==> src/rtl/iq_cfg.svh <==
`ifndef IQ_CFG_SVH
`define IQ_CFG_SVH

// Entries held in each of the two interleaved ways
`define IQ_WAY_DEPTH 8

// Per-way pointer width as log2 of the way depth
`define IQ_PTR_W 3

// Occupancy counter holding 0 to 2 * IQ_WAY_DEPTH
`define IQ_CNT_W 5

// Free entries kept back for pushes already in flight.
// Up to two in this cycle, two in decode and two requested,
// so ready drops above 16 - 6 = 10
`define IQ_READY_SLACK 6

`endif

==> src/rtl/iq_pkg.sv <==
package iq_pkg;

  localparam logic [5:0] OP_REG        = 6'd0;
  localparam logic [5:0] OP_ALUI_FIRST = 6'd1;  // Immediate ALU range start
  localparam logic [5:0] OP_ALUI_LAST  = 6'd15;
  localparam logic [5:0] OP_BEQ        = 6'd16;
  localparam logic [5:0] OP_BNE        = 6'd17;
  localparam logic [5:0] OP_LOAD       = 6'd20;
  localparam logic [5:0] OP_STORE      = 6'd21;

  typedef struct packed {
    logic [5:0]  opcode;
    logic [4:0]  rd;
    logic [4:0]  rs1;
    logic [4:0]  rs2;
    logic [10:0] funct;
  } iq_rform_t;

  typedef struct packed {
    logic [5:0]  opcode;
    logic [4:0]  rd;
    logic [4:0]  rs1;
    logic [15:0] imm16;
  } iq_iform_t;

  // Same fetched word, two views selected by opcode
  typedef union packed {
    iq_rform_t r;
    iq_iform_t i;
  } iq_inst_u;

  typedef enum logic [2:0] {OPT_NONE, OPT_ALU, OPT_BRANCH, OPT_LOAD, OPT_STORE} iq_optype_e;

  typedef enum logic [1:0] {EXC_NONE, EXC_ILLEGAL, EXC_INT} iq_excp_e;

  typedef struct packed {
    logic [31:0] pc;
    iq_optype_e  optype;
    logic [5:0]  opcode;
    logic [4:0]  dest;
    logic [4:0]  r1;
    logic [4:0]  r2;
    logic [31:0] imm;
    logic        src2_is_imm;
    logic [10:0] funct;
    logic [31:0] br_target;
    logic        have_excp;
    iq_excp_e    excp;
  } iq_uop_t;

endpackage

==> src/rtl/inst_decoder.sv <==
`timescale 1ns/1ns

module inst_decoder (
  input  logic [31:0]       i_pc,
  input  iq_pkg::iq_inst_u  i_inst,
  output iq_pkg::iq_uop_t   o_uop
);

  logic [5:0]  opcode;
  logic [31:0] imm_sext;
  logic [31:0] br_offset;

  assign opcode    = i_inst.r.opcode;  // Opcode sits in the same place in both forms
  assign imm_sext  = {{16{i_inst.i.imm16[15]}}, i_inst.i.imm16};
  assign br_offset = {imm_sext[29:0], 2'b00};  // Word offset

  always_comb begin
    o_uop             = '0;
    o_uop.pc          = i_pc;
    o_uop.opcode      = opcode;
    o_uop.optype      = iq_pkg::OPT_NONE;
    o_uop.excp        = iq_pkg::EXC_NONE;

    case (opcode) inside
      iq_pkg::OP_REG: begin
        o_uop.optype = iq_pkg::OPT_ALU;
        o_uop.dest   = i_inst.r.rd;
        o_uop.r1     = i_inst.r.rs1;
        o_uop.r2     = i_inst.r.rs2;
        o_uop.funct  = i_inst.r.funct;
      end

      [iq_pkg::OP_ALUI_FIRST:iq_pkg::OP_ALUI_LAST]: begin
        o_uop.optype      = iq_pkg::OPT_ALU;
        o_uop.dest        = i_inst.i.rd;
        o_uop.r1          = i_inst.i.rs1;
        o_uop.imm         = imm_sext;
        o_uop.src2_is_imm = 1'b1;
      end

      iq_pkg::OP_BEQ, iq_pkg::OP_BNE: begin
        // Second compare operand lives in the rd field
        o_uop.optype    = iq_pkg::OPT_BRANCH;
        o_uop.r1        = i_inst.i.rs1;
        o_uop.r2        = i_inst.i.rd;
        o_uop.imm       = imm_sext;
        o_uop.br_target = i_pc + 32'd4 + br_offset;
      end

      iq_pkg::OP_LOAD: begin
        o_uop.optype = iq_pkg::OPT_LOAD;
        o_uop.dest   = i_inst.i.rd;
        o_uop.r1     = i_inst.i.rs1;  // Base address
        o_uop.imm    = imm_sext;
      end

      iq_pkg::OP_STORE: begin
        o_uop.optype = iq_pkg::OPT_STORE;
        o_uop.r1     = i_inst.i.rs1;
        o_uop.r2     = i_inst.i.rd;   // Store data register
        o_uop.imm    = imm_sext;
      end

      default: begin
        o_uop.have_excp = 1'b1;
        o_uop.excp      = iq_pkg::EXC_ILLEGAL;
      end
    endcase
  end

endmodule

==> config.mk <==
export PLATFORM = sky130hd
export DESIGN_NAME = inst_decoder
export DESIGN_NICKNAME = d
export VERILOG_FILES = /design/src/rtl/iq_cfg.svh /design/src/rtl/iq_pkg.sv /design/src/rtl/inst_decoder.sv
export SDC_FILE = /design/constraint.sdc
export NUM_CORES = 1
export LEC_CHECK = 0
export ABC_AREA = 1
export BUFFER_PORTS_ARGS = -buffer_cell sky130_fd_sc_hd__clkbuf_2
export CORE_MARGIN = 3
export CORE_UTILIZATION = 30
export DETAILED_ROUTE_END_ITERATION = 6
export PLACE_DENSITY_LB_ADDON = 0.1
export SETUP_SLACK_MARGIN = 0.02
export SYNTH_ARGS = -nofsm -noshare
export SYNTH_HDL_FRONTEND = slang
export SYNTH_SLANG_ARGS = --single-unit
==> constraint.sdc <==
create_clock -name vclk -period 2.3
set_input_delay 0.345 -clock vclk [all_inputs]
set_output_delay 0.345 -clock vclk [all_outputs]
set_load 0.005 [all_outputs]
==> flow_metrics.env, run 1 <==
export IMPL_ir_drop_v=0.0001390
export IMPL_dp_hpwl_mm=10.39
export IMPL_seq_cells=0
export IMPL_p_int_w=0.0008154
export IMPL_syn_avg_cell_area_um2=5.254
export IMPL_min_period_over_period=1.078
export IMPL_final_util=0.5754
export IMPL_diodes=0
export IMPL_worstPathArrival_ns=2.14
export IMPL_min_delay_start="i_pc[3]"
export IMPL_synth_nets=780
export IMPL_grt_util_met2=0.3543
export IMPL_path_class="primary input to output port"
export IMPL_ant_nets=0
export IMPL_max_clock_freq_mhz=403.2
export IMPL_swShare=0.5282
export IMPL_die_area_um2=12850
export IMPL_first_iter_violations=137
export IMPL_slowest_delay_ns=0.33
export IMPL_startpoint="i_inst[1]"
export IMPL_routed_via_density=4.514
export IMPL_dr_pass1_iters=4
export IMPL_busiest_layer="met2"
export IMPL_overflow=0
export IMPL_ys_seq_area_frac=0
export IMPL_cp_cell_sequence="buf_8 > ha_4 > ha_4 > inv_2 > fa_2 > inv_2 > nand3_2 > nand3_4 > nand2_2 > nand2_4 > buf_6 > buf_6 > o21ai_2 > a21oi_2 > buf_2"
export IMPL_status="complete, but fails checks"
export IMPL_power_total_w=0.001728
export IMPL_startpoint_type="primary input"
export IMPL_vias=4559
export IMPL_drc=0
export IMPL_nets=994
export IMPL_finalWorstSetupSlack_ns=-0.1804
export IMPL_worst_ep_required_time_ns=1.96
export IMPL_yosysUniqueCellTypes=29
export IMPL_initial_core_util=0.3134
export IMPL_ios=199
export IMPL_final_max_slew_viol_count=0
export IMPL_p_clk_frac=0
export IMPL_dp_slack_ns=-0.3761
export IMPL_instances_no_fill=1010
export IMPL_cpMaxStageDelayCell="fa_2"
export IMPL_critPathTopFamily="adder cells"
export IMPL_hp_class="primary input to output port"
export IMPL_wl_per_cell_um=13.08
export IMPL_grt_pass1_vias=4330
export IMPL_pwr_share_seq=0
export IMPL_grt_pass1_wl_mm=20.25
export IMPL_p_per_area_nw_per_um2=272.3
export IMPL_setup_viol=19
export IMPL_critical_path_buf_inv_count=6
export IMPL_finalHoldViolations=0
export IMPL_yosys_warnings=0
export IMPL_rsz0062_at_grt="true"
export IMPL_grt_usage=0.1865
export IMPL_dieWidth_um=113.3
export IMPL_power_leakage_nw=3.474
export IMPL_violations="negative setup slack"
export IMPL_end_kind="output port"
export IMPL_grt_antenna_before_repair=0
export IMPL_fin_crit_ns=2.480
export IMPL_holdPathStages=2
export IMPL_layout_common_cells="clkbuf_2 (174), nand2_1 (114), inv_1 (108)"
export IMPL_hold_buffers=0
export IMPL_io_buffers=198
export IMPL_seq_area_um2=0
export IMPL_wl_mm=13.21
export IMPL_core_area_um2=11030
export IMPL_die_h_um=113.3
export IMPL_timing_hold_ws_ns=0.8674
export IMPL_drive_gt1_frac=0.6103
export IMPL_grt_max_degree=18
export IMPL_finalWeightedCongestion=0.9045
export IMPL_met1_usage=0.2354
export IMPL_nFillCells=1098
export IMPL_nClkBuffers=0
export IMPL_area_growth_pct=83.60
export IMPL_worstPathMaxFanout=4
export IMPL_whs_endpoint="o_uop[106]"
export IMPL_final_common_cell="clkbuf_2"
export IMPL_syn_inst=658
export IMPL_multiInputGateArea_um2=3985
export IMPL_maxCapViolations=0
export IMPL_synth_area_um2=3457
export IMPL_grt_use_met3=0.01176
export IMPL_dp_cells=985
export IMPL_comb_power_share=1.000
export IMPL_power_switching_w=0.0009129
export IMPL_row_count=38
==> cell usage after synthesis, types with 2 or more instances <==
library cell,number,area share
buf_2,2,0.0029
buf_4,56,0.12
ha_1,57,0.21
nor3_2,2,0.0058
nand3_4,2,0.010
nor2_1,104,0.11
inv_1,132,0.14
nand3_1,25,0.036
o21bai_1,5,0.011
and2_1,2,0.0036
o21ai_0,9,0.013
inv_2,2,0.0022
a21oi_1,29,0.042
nor2_2,11,0.020
xnor2_1,4,0.010
nand2_1,199,0.22
o22ai_1,5,0.0090
==> per-layer routing <==
layer  part of all wire  vias to the layer above
li1                   -                     2374
met3              0.041                       12
met4              0.010                        0
met5                  0                        -
met2               0.53                      120
met1               0.42                     2053
==> cell type report <==
class | instances | area share
repair buffers | 272 | 0.2645
well taps | 140 | 0.02760
multi-input cells | 464 | 0.6278
inverters | 134 | 0.08003
==> power by group through the flow <==
stage | logic, W | clock network [W] | registers, W
floorplan | 0.000666 | 0 | 0
global placement | 0.00106 | 0 | 0
detailed placement | 0.00106 | 0 | 0
CTS | 0.00148 | 0 | 0
global route | 0.00189 | 0 | 0
finish | 0.00173 | 0 | 0
==> worst max path at each step <==
stage          cells past startpoint  slack [ns]   endpoint
2_1_floorplan                     13        0.03  o_uop[20]
3_3_place_gp                      14       -0.36  o_uop[33]
3_5_place_dp                      14       -0.38  o_uop[33]
4_1_cts                           15       -0.22  o_uop[20]
5_1_grt                           13       -0.26  o_uop[32]
6_report                          15       -0.18  o_uop[14]
==> through the flow <==
| step | TNS, ns | cell area, um^2 |
|---|---|---|
| floorplan | 0 | 3462 |
| global placement | -6.511 | 4563 |
| detailed placement | -6.958 | 4563 |
| CTS | -2.124 | 5739 |
| global route | -3.889 | 6347 |
| finish | -2.041 | 6347 |
==> cells by family after synthesis <==
| kind of cell | synth area share |
|---|---|
| AND/OR/NAND/NOR | 0.4227 |
| XOR/XNOR | 0.01267 |
| adder cells (fa/ha/maj) | 0.2121 |
| buffers and inverters | 0.2743 |
| AO/OA/AOI/OAI | 0.07709 |
| other | 0.001085 |
==> what timing repair did <==
action / 4_1_cts / 5_1_grt
cloned: 1 / 0
endpoints found under the setup margin: 26 / 42
buffers inserted: 11 / 13
resized for setup: 181 / 166
pin swaps: 46 / 94
(Power assumes the default switching activity.)
==> run 2: changes to the inputs <==
--- a/config.mk
+++ b/config.mk
@@ -8,7 +8,7 @@
 export ABC_AREA = 1
 export BUFFER_PORTS_ARGS = -buffer_cell sky130_fd_sc_hd__clkbuf_2
 export CORE_MARGIN = 3
-export CORE_UTILIZATION = 30
+export CORE_UTILIZATION = 37
 export DETAILED_ROUTE_END_ITERATION = 6
 export PLACE_DENSITY_LB_ADDON = 0.1
 export SETUP_SLACK_MARGIN = 0.02
==> constraint.sdc (replaced) <==
create_clock -name vclk -period 2.3
set_input_delay 0.345 -clock vclk [all_inputs]
set_output_delay 0.345 -clock vclk [all_outputs]
set_load 0.01 [all_outputs]
==> flow_metrics.env, run 2 (same netlist as run 1, synthesis figures left out) <==
export IMPL_status="complete, but fails checks"
export IMPL_violations="negative setup slack"
export IMPL_end_kind="output port"
export IMPL_seq_area_um2=0
export IMPL_row_count=34
export IMPL_ir_drop_v=0.0001382
export IMPL_grt_pass1_vias=4155
export IMPL_min_delay_start="i_pc[3]"
export IMPL_path_class="primary input to output port"
export IMPL_instances_no_fill=970
export IMPL_vias=4479
export IMPL_maxCapViolations=0
export IMPL_wl_per_cell_um=13.07
export IMPL_core_area_um2=8891
export IMPL_dieWidth_um=102.7
export IMPL_grt_util_met2=0.4047
export IMPL_dp_cells=959
export IMPL_rsz0062_at_grt="true"
export IMPL_final_common_cell="clkbuf_2"
export IMPL_drive_gt1_frac=0.5731
export IMPL_nets=986
export IMPL_grt_pass1_wl_mm=18.75
export IMPL_hp_class="primary input to output port"
export IMPL_overflow=0
export IMPL_worst_pin_slew_ns=0.5142
export IMPL_max_clock_freq_mhz=405.2
export IMPL_setup_viol=20
export IMPL_area_growth_pct=76.66
export IMPL_final_max_slew_viol_count=0
export IMPL_busiest_layer="met2"
export IMPL_fin_crit_ns=2.468
export IMPL_finalWeightedCongestion=0.9012
export IMPL_finalWorstSetupSlack_ns=-0.1679
export IMPL_first_iter_violations=138
export IMPL_worst_ep_required_time_ns=1.96
export IMPL_grt_usage=0.2143
export IMPL_worstPathArrival_ns=2.12
export IMPL_seq_cells=0
export IMPL_io_buffers=198
export IMPL_holdPathStages=2
export IMPL_min_period_over_period=1.073
export IMPL_startpoint="i_inst[1]"
export IMPL_p_per_area_nw_per_um2=279.3
export IMPL_finalHoldViolations=0
export IMPL_dp_hpwl_mm=10.12
export IMPL_grt_use_met3=0.01015
export IMPL_diodes=0
export IMPL_wl_mm=12.68
export IMPL_initial_core_util=0.3888
export IMPL_relSlewSlack=0.6553
export IMPL_startpoint_type="primary input"
export IMPL_worstPathMaxFanout=4
export IMPL_ios=199
export IMPL_routed_via_density=4.618
export IMPL_met1_usage=0.2758
export IMPL_die_area_um2=10540
export IMPL_dr_pass1_iters=4
export IMPL_nClkBuffers=0
export IMPL_drc=0
export IMPL_grt_antenna_before_repair=0
export IMPL_grt_max_degree=18
export IMPL_die_h_um=102.7
export IMPL_ant_nets=0
export IMPL_layout_common_cells="clkbuf_2 (166), nand2_1 (130), inv_1 (113)"
export IMPL_power_leakage_nw=3.404
export IMPL_timing_hold_ws_ns=0.8865
## run 2: per-stage QoR
stage          utilization   power, W  TNS [ns]  setup slack [ns]  cell area [um^2]
2_1_floorplan            -  0.0007072         0           0.03576              3477
3_3_place_gp        0.5155   0.001100    -6.222           -0.3726              4583
3_5_place_dp        0.5155   0.001107    -6.314           -0.3882              4583
4_1_cts             0.6240   0.001450    -2.199           -0.1962              5548
5_1_grt             0.6869   0.001862    -4.121           -0.2756              6107
6_report            0.6869   0.001706    -1.908           -0.1679              6107
## run 2: worst max-delay path: stages
cell	delay (ns)
buf_8	0.10
ha_4	0.28
ha_4	0.13
inv_2	0.03
fa_2	0.32
inv_2	0.08
nand3_2	0.08
nand3_4	0.11
nand2_4	0.06
nand2_4	0.07
inv_2	0.05
o21bai_4	0.13
nand2_1	0.06
nand2_1	0.09
nor2_2	0.04
buf_2	0.14
## run 2: timing repair
| item | in CTS | in global routing |
|---|---|---|
| gates cloned | 0 | 1 |
| setup endpoints to repair | 26 | 26 |
| hold buffers | 0 | 0 |
| setup buffers | 2 | 9 |
| resized for setup | 144 | 162 |
| pin swaps | 39 | 79 |
## run 2: cell type report
class                      instances  area (um^2)
fill                             783         2784
inverter                         134        509.2
multi-input combinational        464         3847
tap                              108        135.1
timing repair buffer             264         1615
## run 2: final timing paths
check          to
max     o_uop[22]
min    o_uop[106]
## run 2: power by group
| group | internal, W | switching, W | leakage (nW) |
|---|---|---|---|
| clock network | 0 | 0 | 0 |
| registers | 0 | 0 | 0 |
| logic | 0.000794 | 0.000911 | 3.40 |
## run 2: per-layer routing
metal	up-vias	routed length, um
li1	2349	-
met2	129	6714
met4	0	142
met3	10	480
met5	-	0
met1	1991	5341
==> run 3: changes to the inputs <==
--- a/config.mk
+++ b/config.mk
@@ -7,8 +7,9 @@
 export LEC_CHECK = 0
 export ABC_AREA = 1
 export BUFFER_PORTS_ARGS = -buffer_cell sky130_fd_sc_hd__clkbuf_2
+export CAP_MARGIN = 10
 export CORE_MARGIN = 3
-export CORE_UTILIZATION = 37
+export CORE_UTILIZATION = 42
 export DETAILED_ROUTE_END_ITERATION = 6
 export PLACE_DENSITY_LB_ADDON = 0.1
 export SETUP_SLACK_MARGIN = 0.02
==> flow_metrics.env, run 3 (same netlist as run 1, synthesis figures left out) <==
export IMPL_rsz0062_at_grt="true"
export IMPL_swShare=0.5463
export IMPL_row_count=32
export IMPL_overflow=0
export IMPL_grt_pass1_vias=4358
export IMPL_grt_usage=0.2358
export IMPL_path_class="primary input to output port"
export IMPL_nFillCells=618
export IMPL_wl_per_cell_um=13.43
export IMPL_comb_power_share=1.000
export IMPL_cp_cell_sequence="buf_8 > ha_4 > ha_4 > inv_2 > fa_2 > inv_2 > buf_6 > nand3_2 > nand3b_1 > nand2_1 > nand3_1 > nand2_1 > nor2_2 > buf_2"
export IMPL_dieWidth_um=96.73
export IMPL_finalWorstSetupSlack_ns=-0.2733
export IMPL_diodes=0
export IMPL_violations="negative setup slack"
export IMPL_ant_nets=0
export IMPL_area_growth_pct=72.31
export IMPL_seq_area_um2=0
export IMPL_seq_cells=0
export IMPL_dr_pass1_iters=5
export IMPL_min_period_over_period=1.119
export IMPL_placed_area_um2=4501
export IMPL_worstPathArrival_ns=2.23
export IMPL_grt_use_met3=0.01009
export IMPL_nets=978
export IMPL_routed_via_density=4.779
export IMPL_startpoint="i_inst[1]"
export IMPL_dp_slack_ns=-0.3777
export IMPL_end_kind="output port"
export IMPL_grt_max_degree=18
export IMPL_final_common_cell="clkbuf_2"
export IMPL_power_switching_w=0.0008990
export IMPL_fin_crit_ns=2.573
export IMPL_endpoint="o_uop[32]"
export IMPL_layout_common_cells="clkbuf_2 (168), nand2_1 (142), inv_1 (115)"
export IMPL_maxCapViolations=0
export IMPL_final_max_slew_viol_count=0
export IMPL_setup_viol=20
export IMPL_vias=4569
export IMPL_critPathTopFamily="adder cells"
export IMPL_status="complete, but fails checks"
export IMPL_power_total_w=0.001646
export IMPL_dp_hpwl_mm=9.766
export IMPL_drive_gt1_frac=0.5480
export IMPL_final_util=0.7591
export IMPL_p_clk_frac=0
export IMPL_worst_ep_required_time_ns=1.96
export IMPL_first_iter_violations=113
export IMPL_startpoint_type="primary input"
export IMPL_power_leakage_nw=3.377
export IMPL_critical_path_buf_inv_count=5
export IMPL_io_buffers=198
export IMPL_met1_usage=0.2880
export IMPL_grt_antenna_before_repair=0
export IMPL_slowest_delay_ns=0.33
export IMPL_worstPathMaxFanout=4
export IMPL_ir_drop_v=0.0001424
export IMPL_hold_buffers=0
export IMPL_drc=0
export IMPL_die_h_um=96.73
export IMPL_hp_class="primary input to output port"
export IMPL_finalHoldViolations=0
export IMPL_core_area_um2=7848
export IMPL_cpMaxStageDelayCell="fa_2"
export IMPL_p_per_area_nw_per_um2=276.2
export IMPL_ios=199
export IMPL_max_clock_freq_mhz=388.6
export IMPL_wl_mm=12.84
export IMPL_final_area_um2=5957
export IMPL_die_area_um2=9356
export IMPL_p_int_w=0.0007465
export IMPL_path_depth=14
export IMPL_grt_util_met2=0.4692
export IMPL_nClkBuffers=0
export IMPL_grt_pass1_wl_mm=19.30
export IMPL_initial_core_util=0.4405
export IMPL_pwr_share_seq=0
export IMPL_busiest_layer="met2"
export IMPL_finalWeightedCongestion=0.8854
-- run 3: cell count changes in the layout (fill, tap and decap cells not counted), sizes merged --
cell / delta
clkbuf: +2
inv: +1
buf: -10
clkinvlp: -1
-- run 3: through the flow --
step | hold WS [ns] | std cells | setup TNS [ns]
after floorplan | 0.7372 | 658 | 0
after global placement | 0.8944 | 943 | -5.720
after detailed placement | 0.8946 | 943 | -6.135
after CTS | 0.8955 | 947 | -3.388
after global routing | 0.8812 | 956 | -4.695
final | 0.8726 | 956 | -2.724
-- run 3: timing repair --
item,in CTS,in global routing
hold endpoints to repair,0,0
pin swaps,25,73
buffers inserted,5,11
gates resized for setup,134,149
setup endpoints to repair,25,27
gates cloned,0,1
-- run 3: how the worst min path moves through the flow --
| stage | depth (start not counted) | end | start |
|---|---|---|---|
| floorplan | 1 | o_uop[46] | i_inst[31] |
| global placement | 2 | o_uop[105] | i_pc[2] |
| detailed placement | 2 | o_uop[105] | i_pc[2] |
| CTS | 2 | o_uop[105] | i_pc[2] |
| global route | 2 | o_uop[105] | i_pc[2] |
| finish | 2 | o_uop[105] | i_pc[2] |
-- run 3: cell type report --
type / count / area [um^2] / share of cell area
inverter: 134 / 503.0 / 0.08444
multi-input combinational: 464 / 3781 / 0.6347
tap: 102 / 127.6 / 0.02142
timing repair buffer: 256 / 1545 / 0.2594
-- run 3: per-layer routing --
metal | vias to the layer above | wire length [um]
met5 | - | 0
met4 | 0 | 246
met3 | 20 | 512
met2 | 134 | 6804
met1 | 2070 | 5273
li1 | 2345 | -
-- run 3: power by group through the flow --
stage	clock network (W)	registers, W	logic [W]
global route	0	0	0.00179
detailed placement	0	0	0.00108
CTS	0	0	0.00141
finish	0	0	0.00165
floorplan	0	0	0.000707
global placement	0	0	0.00106
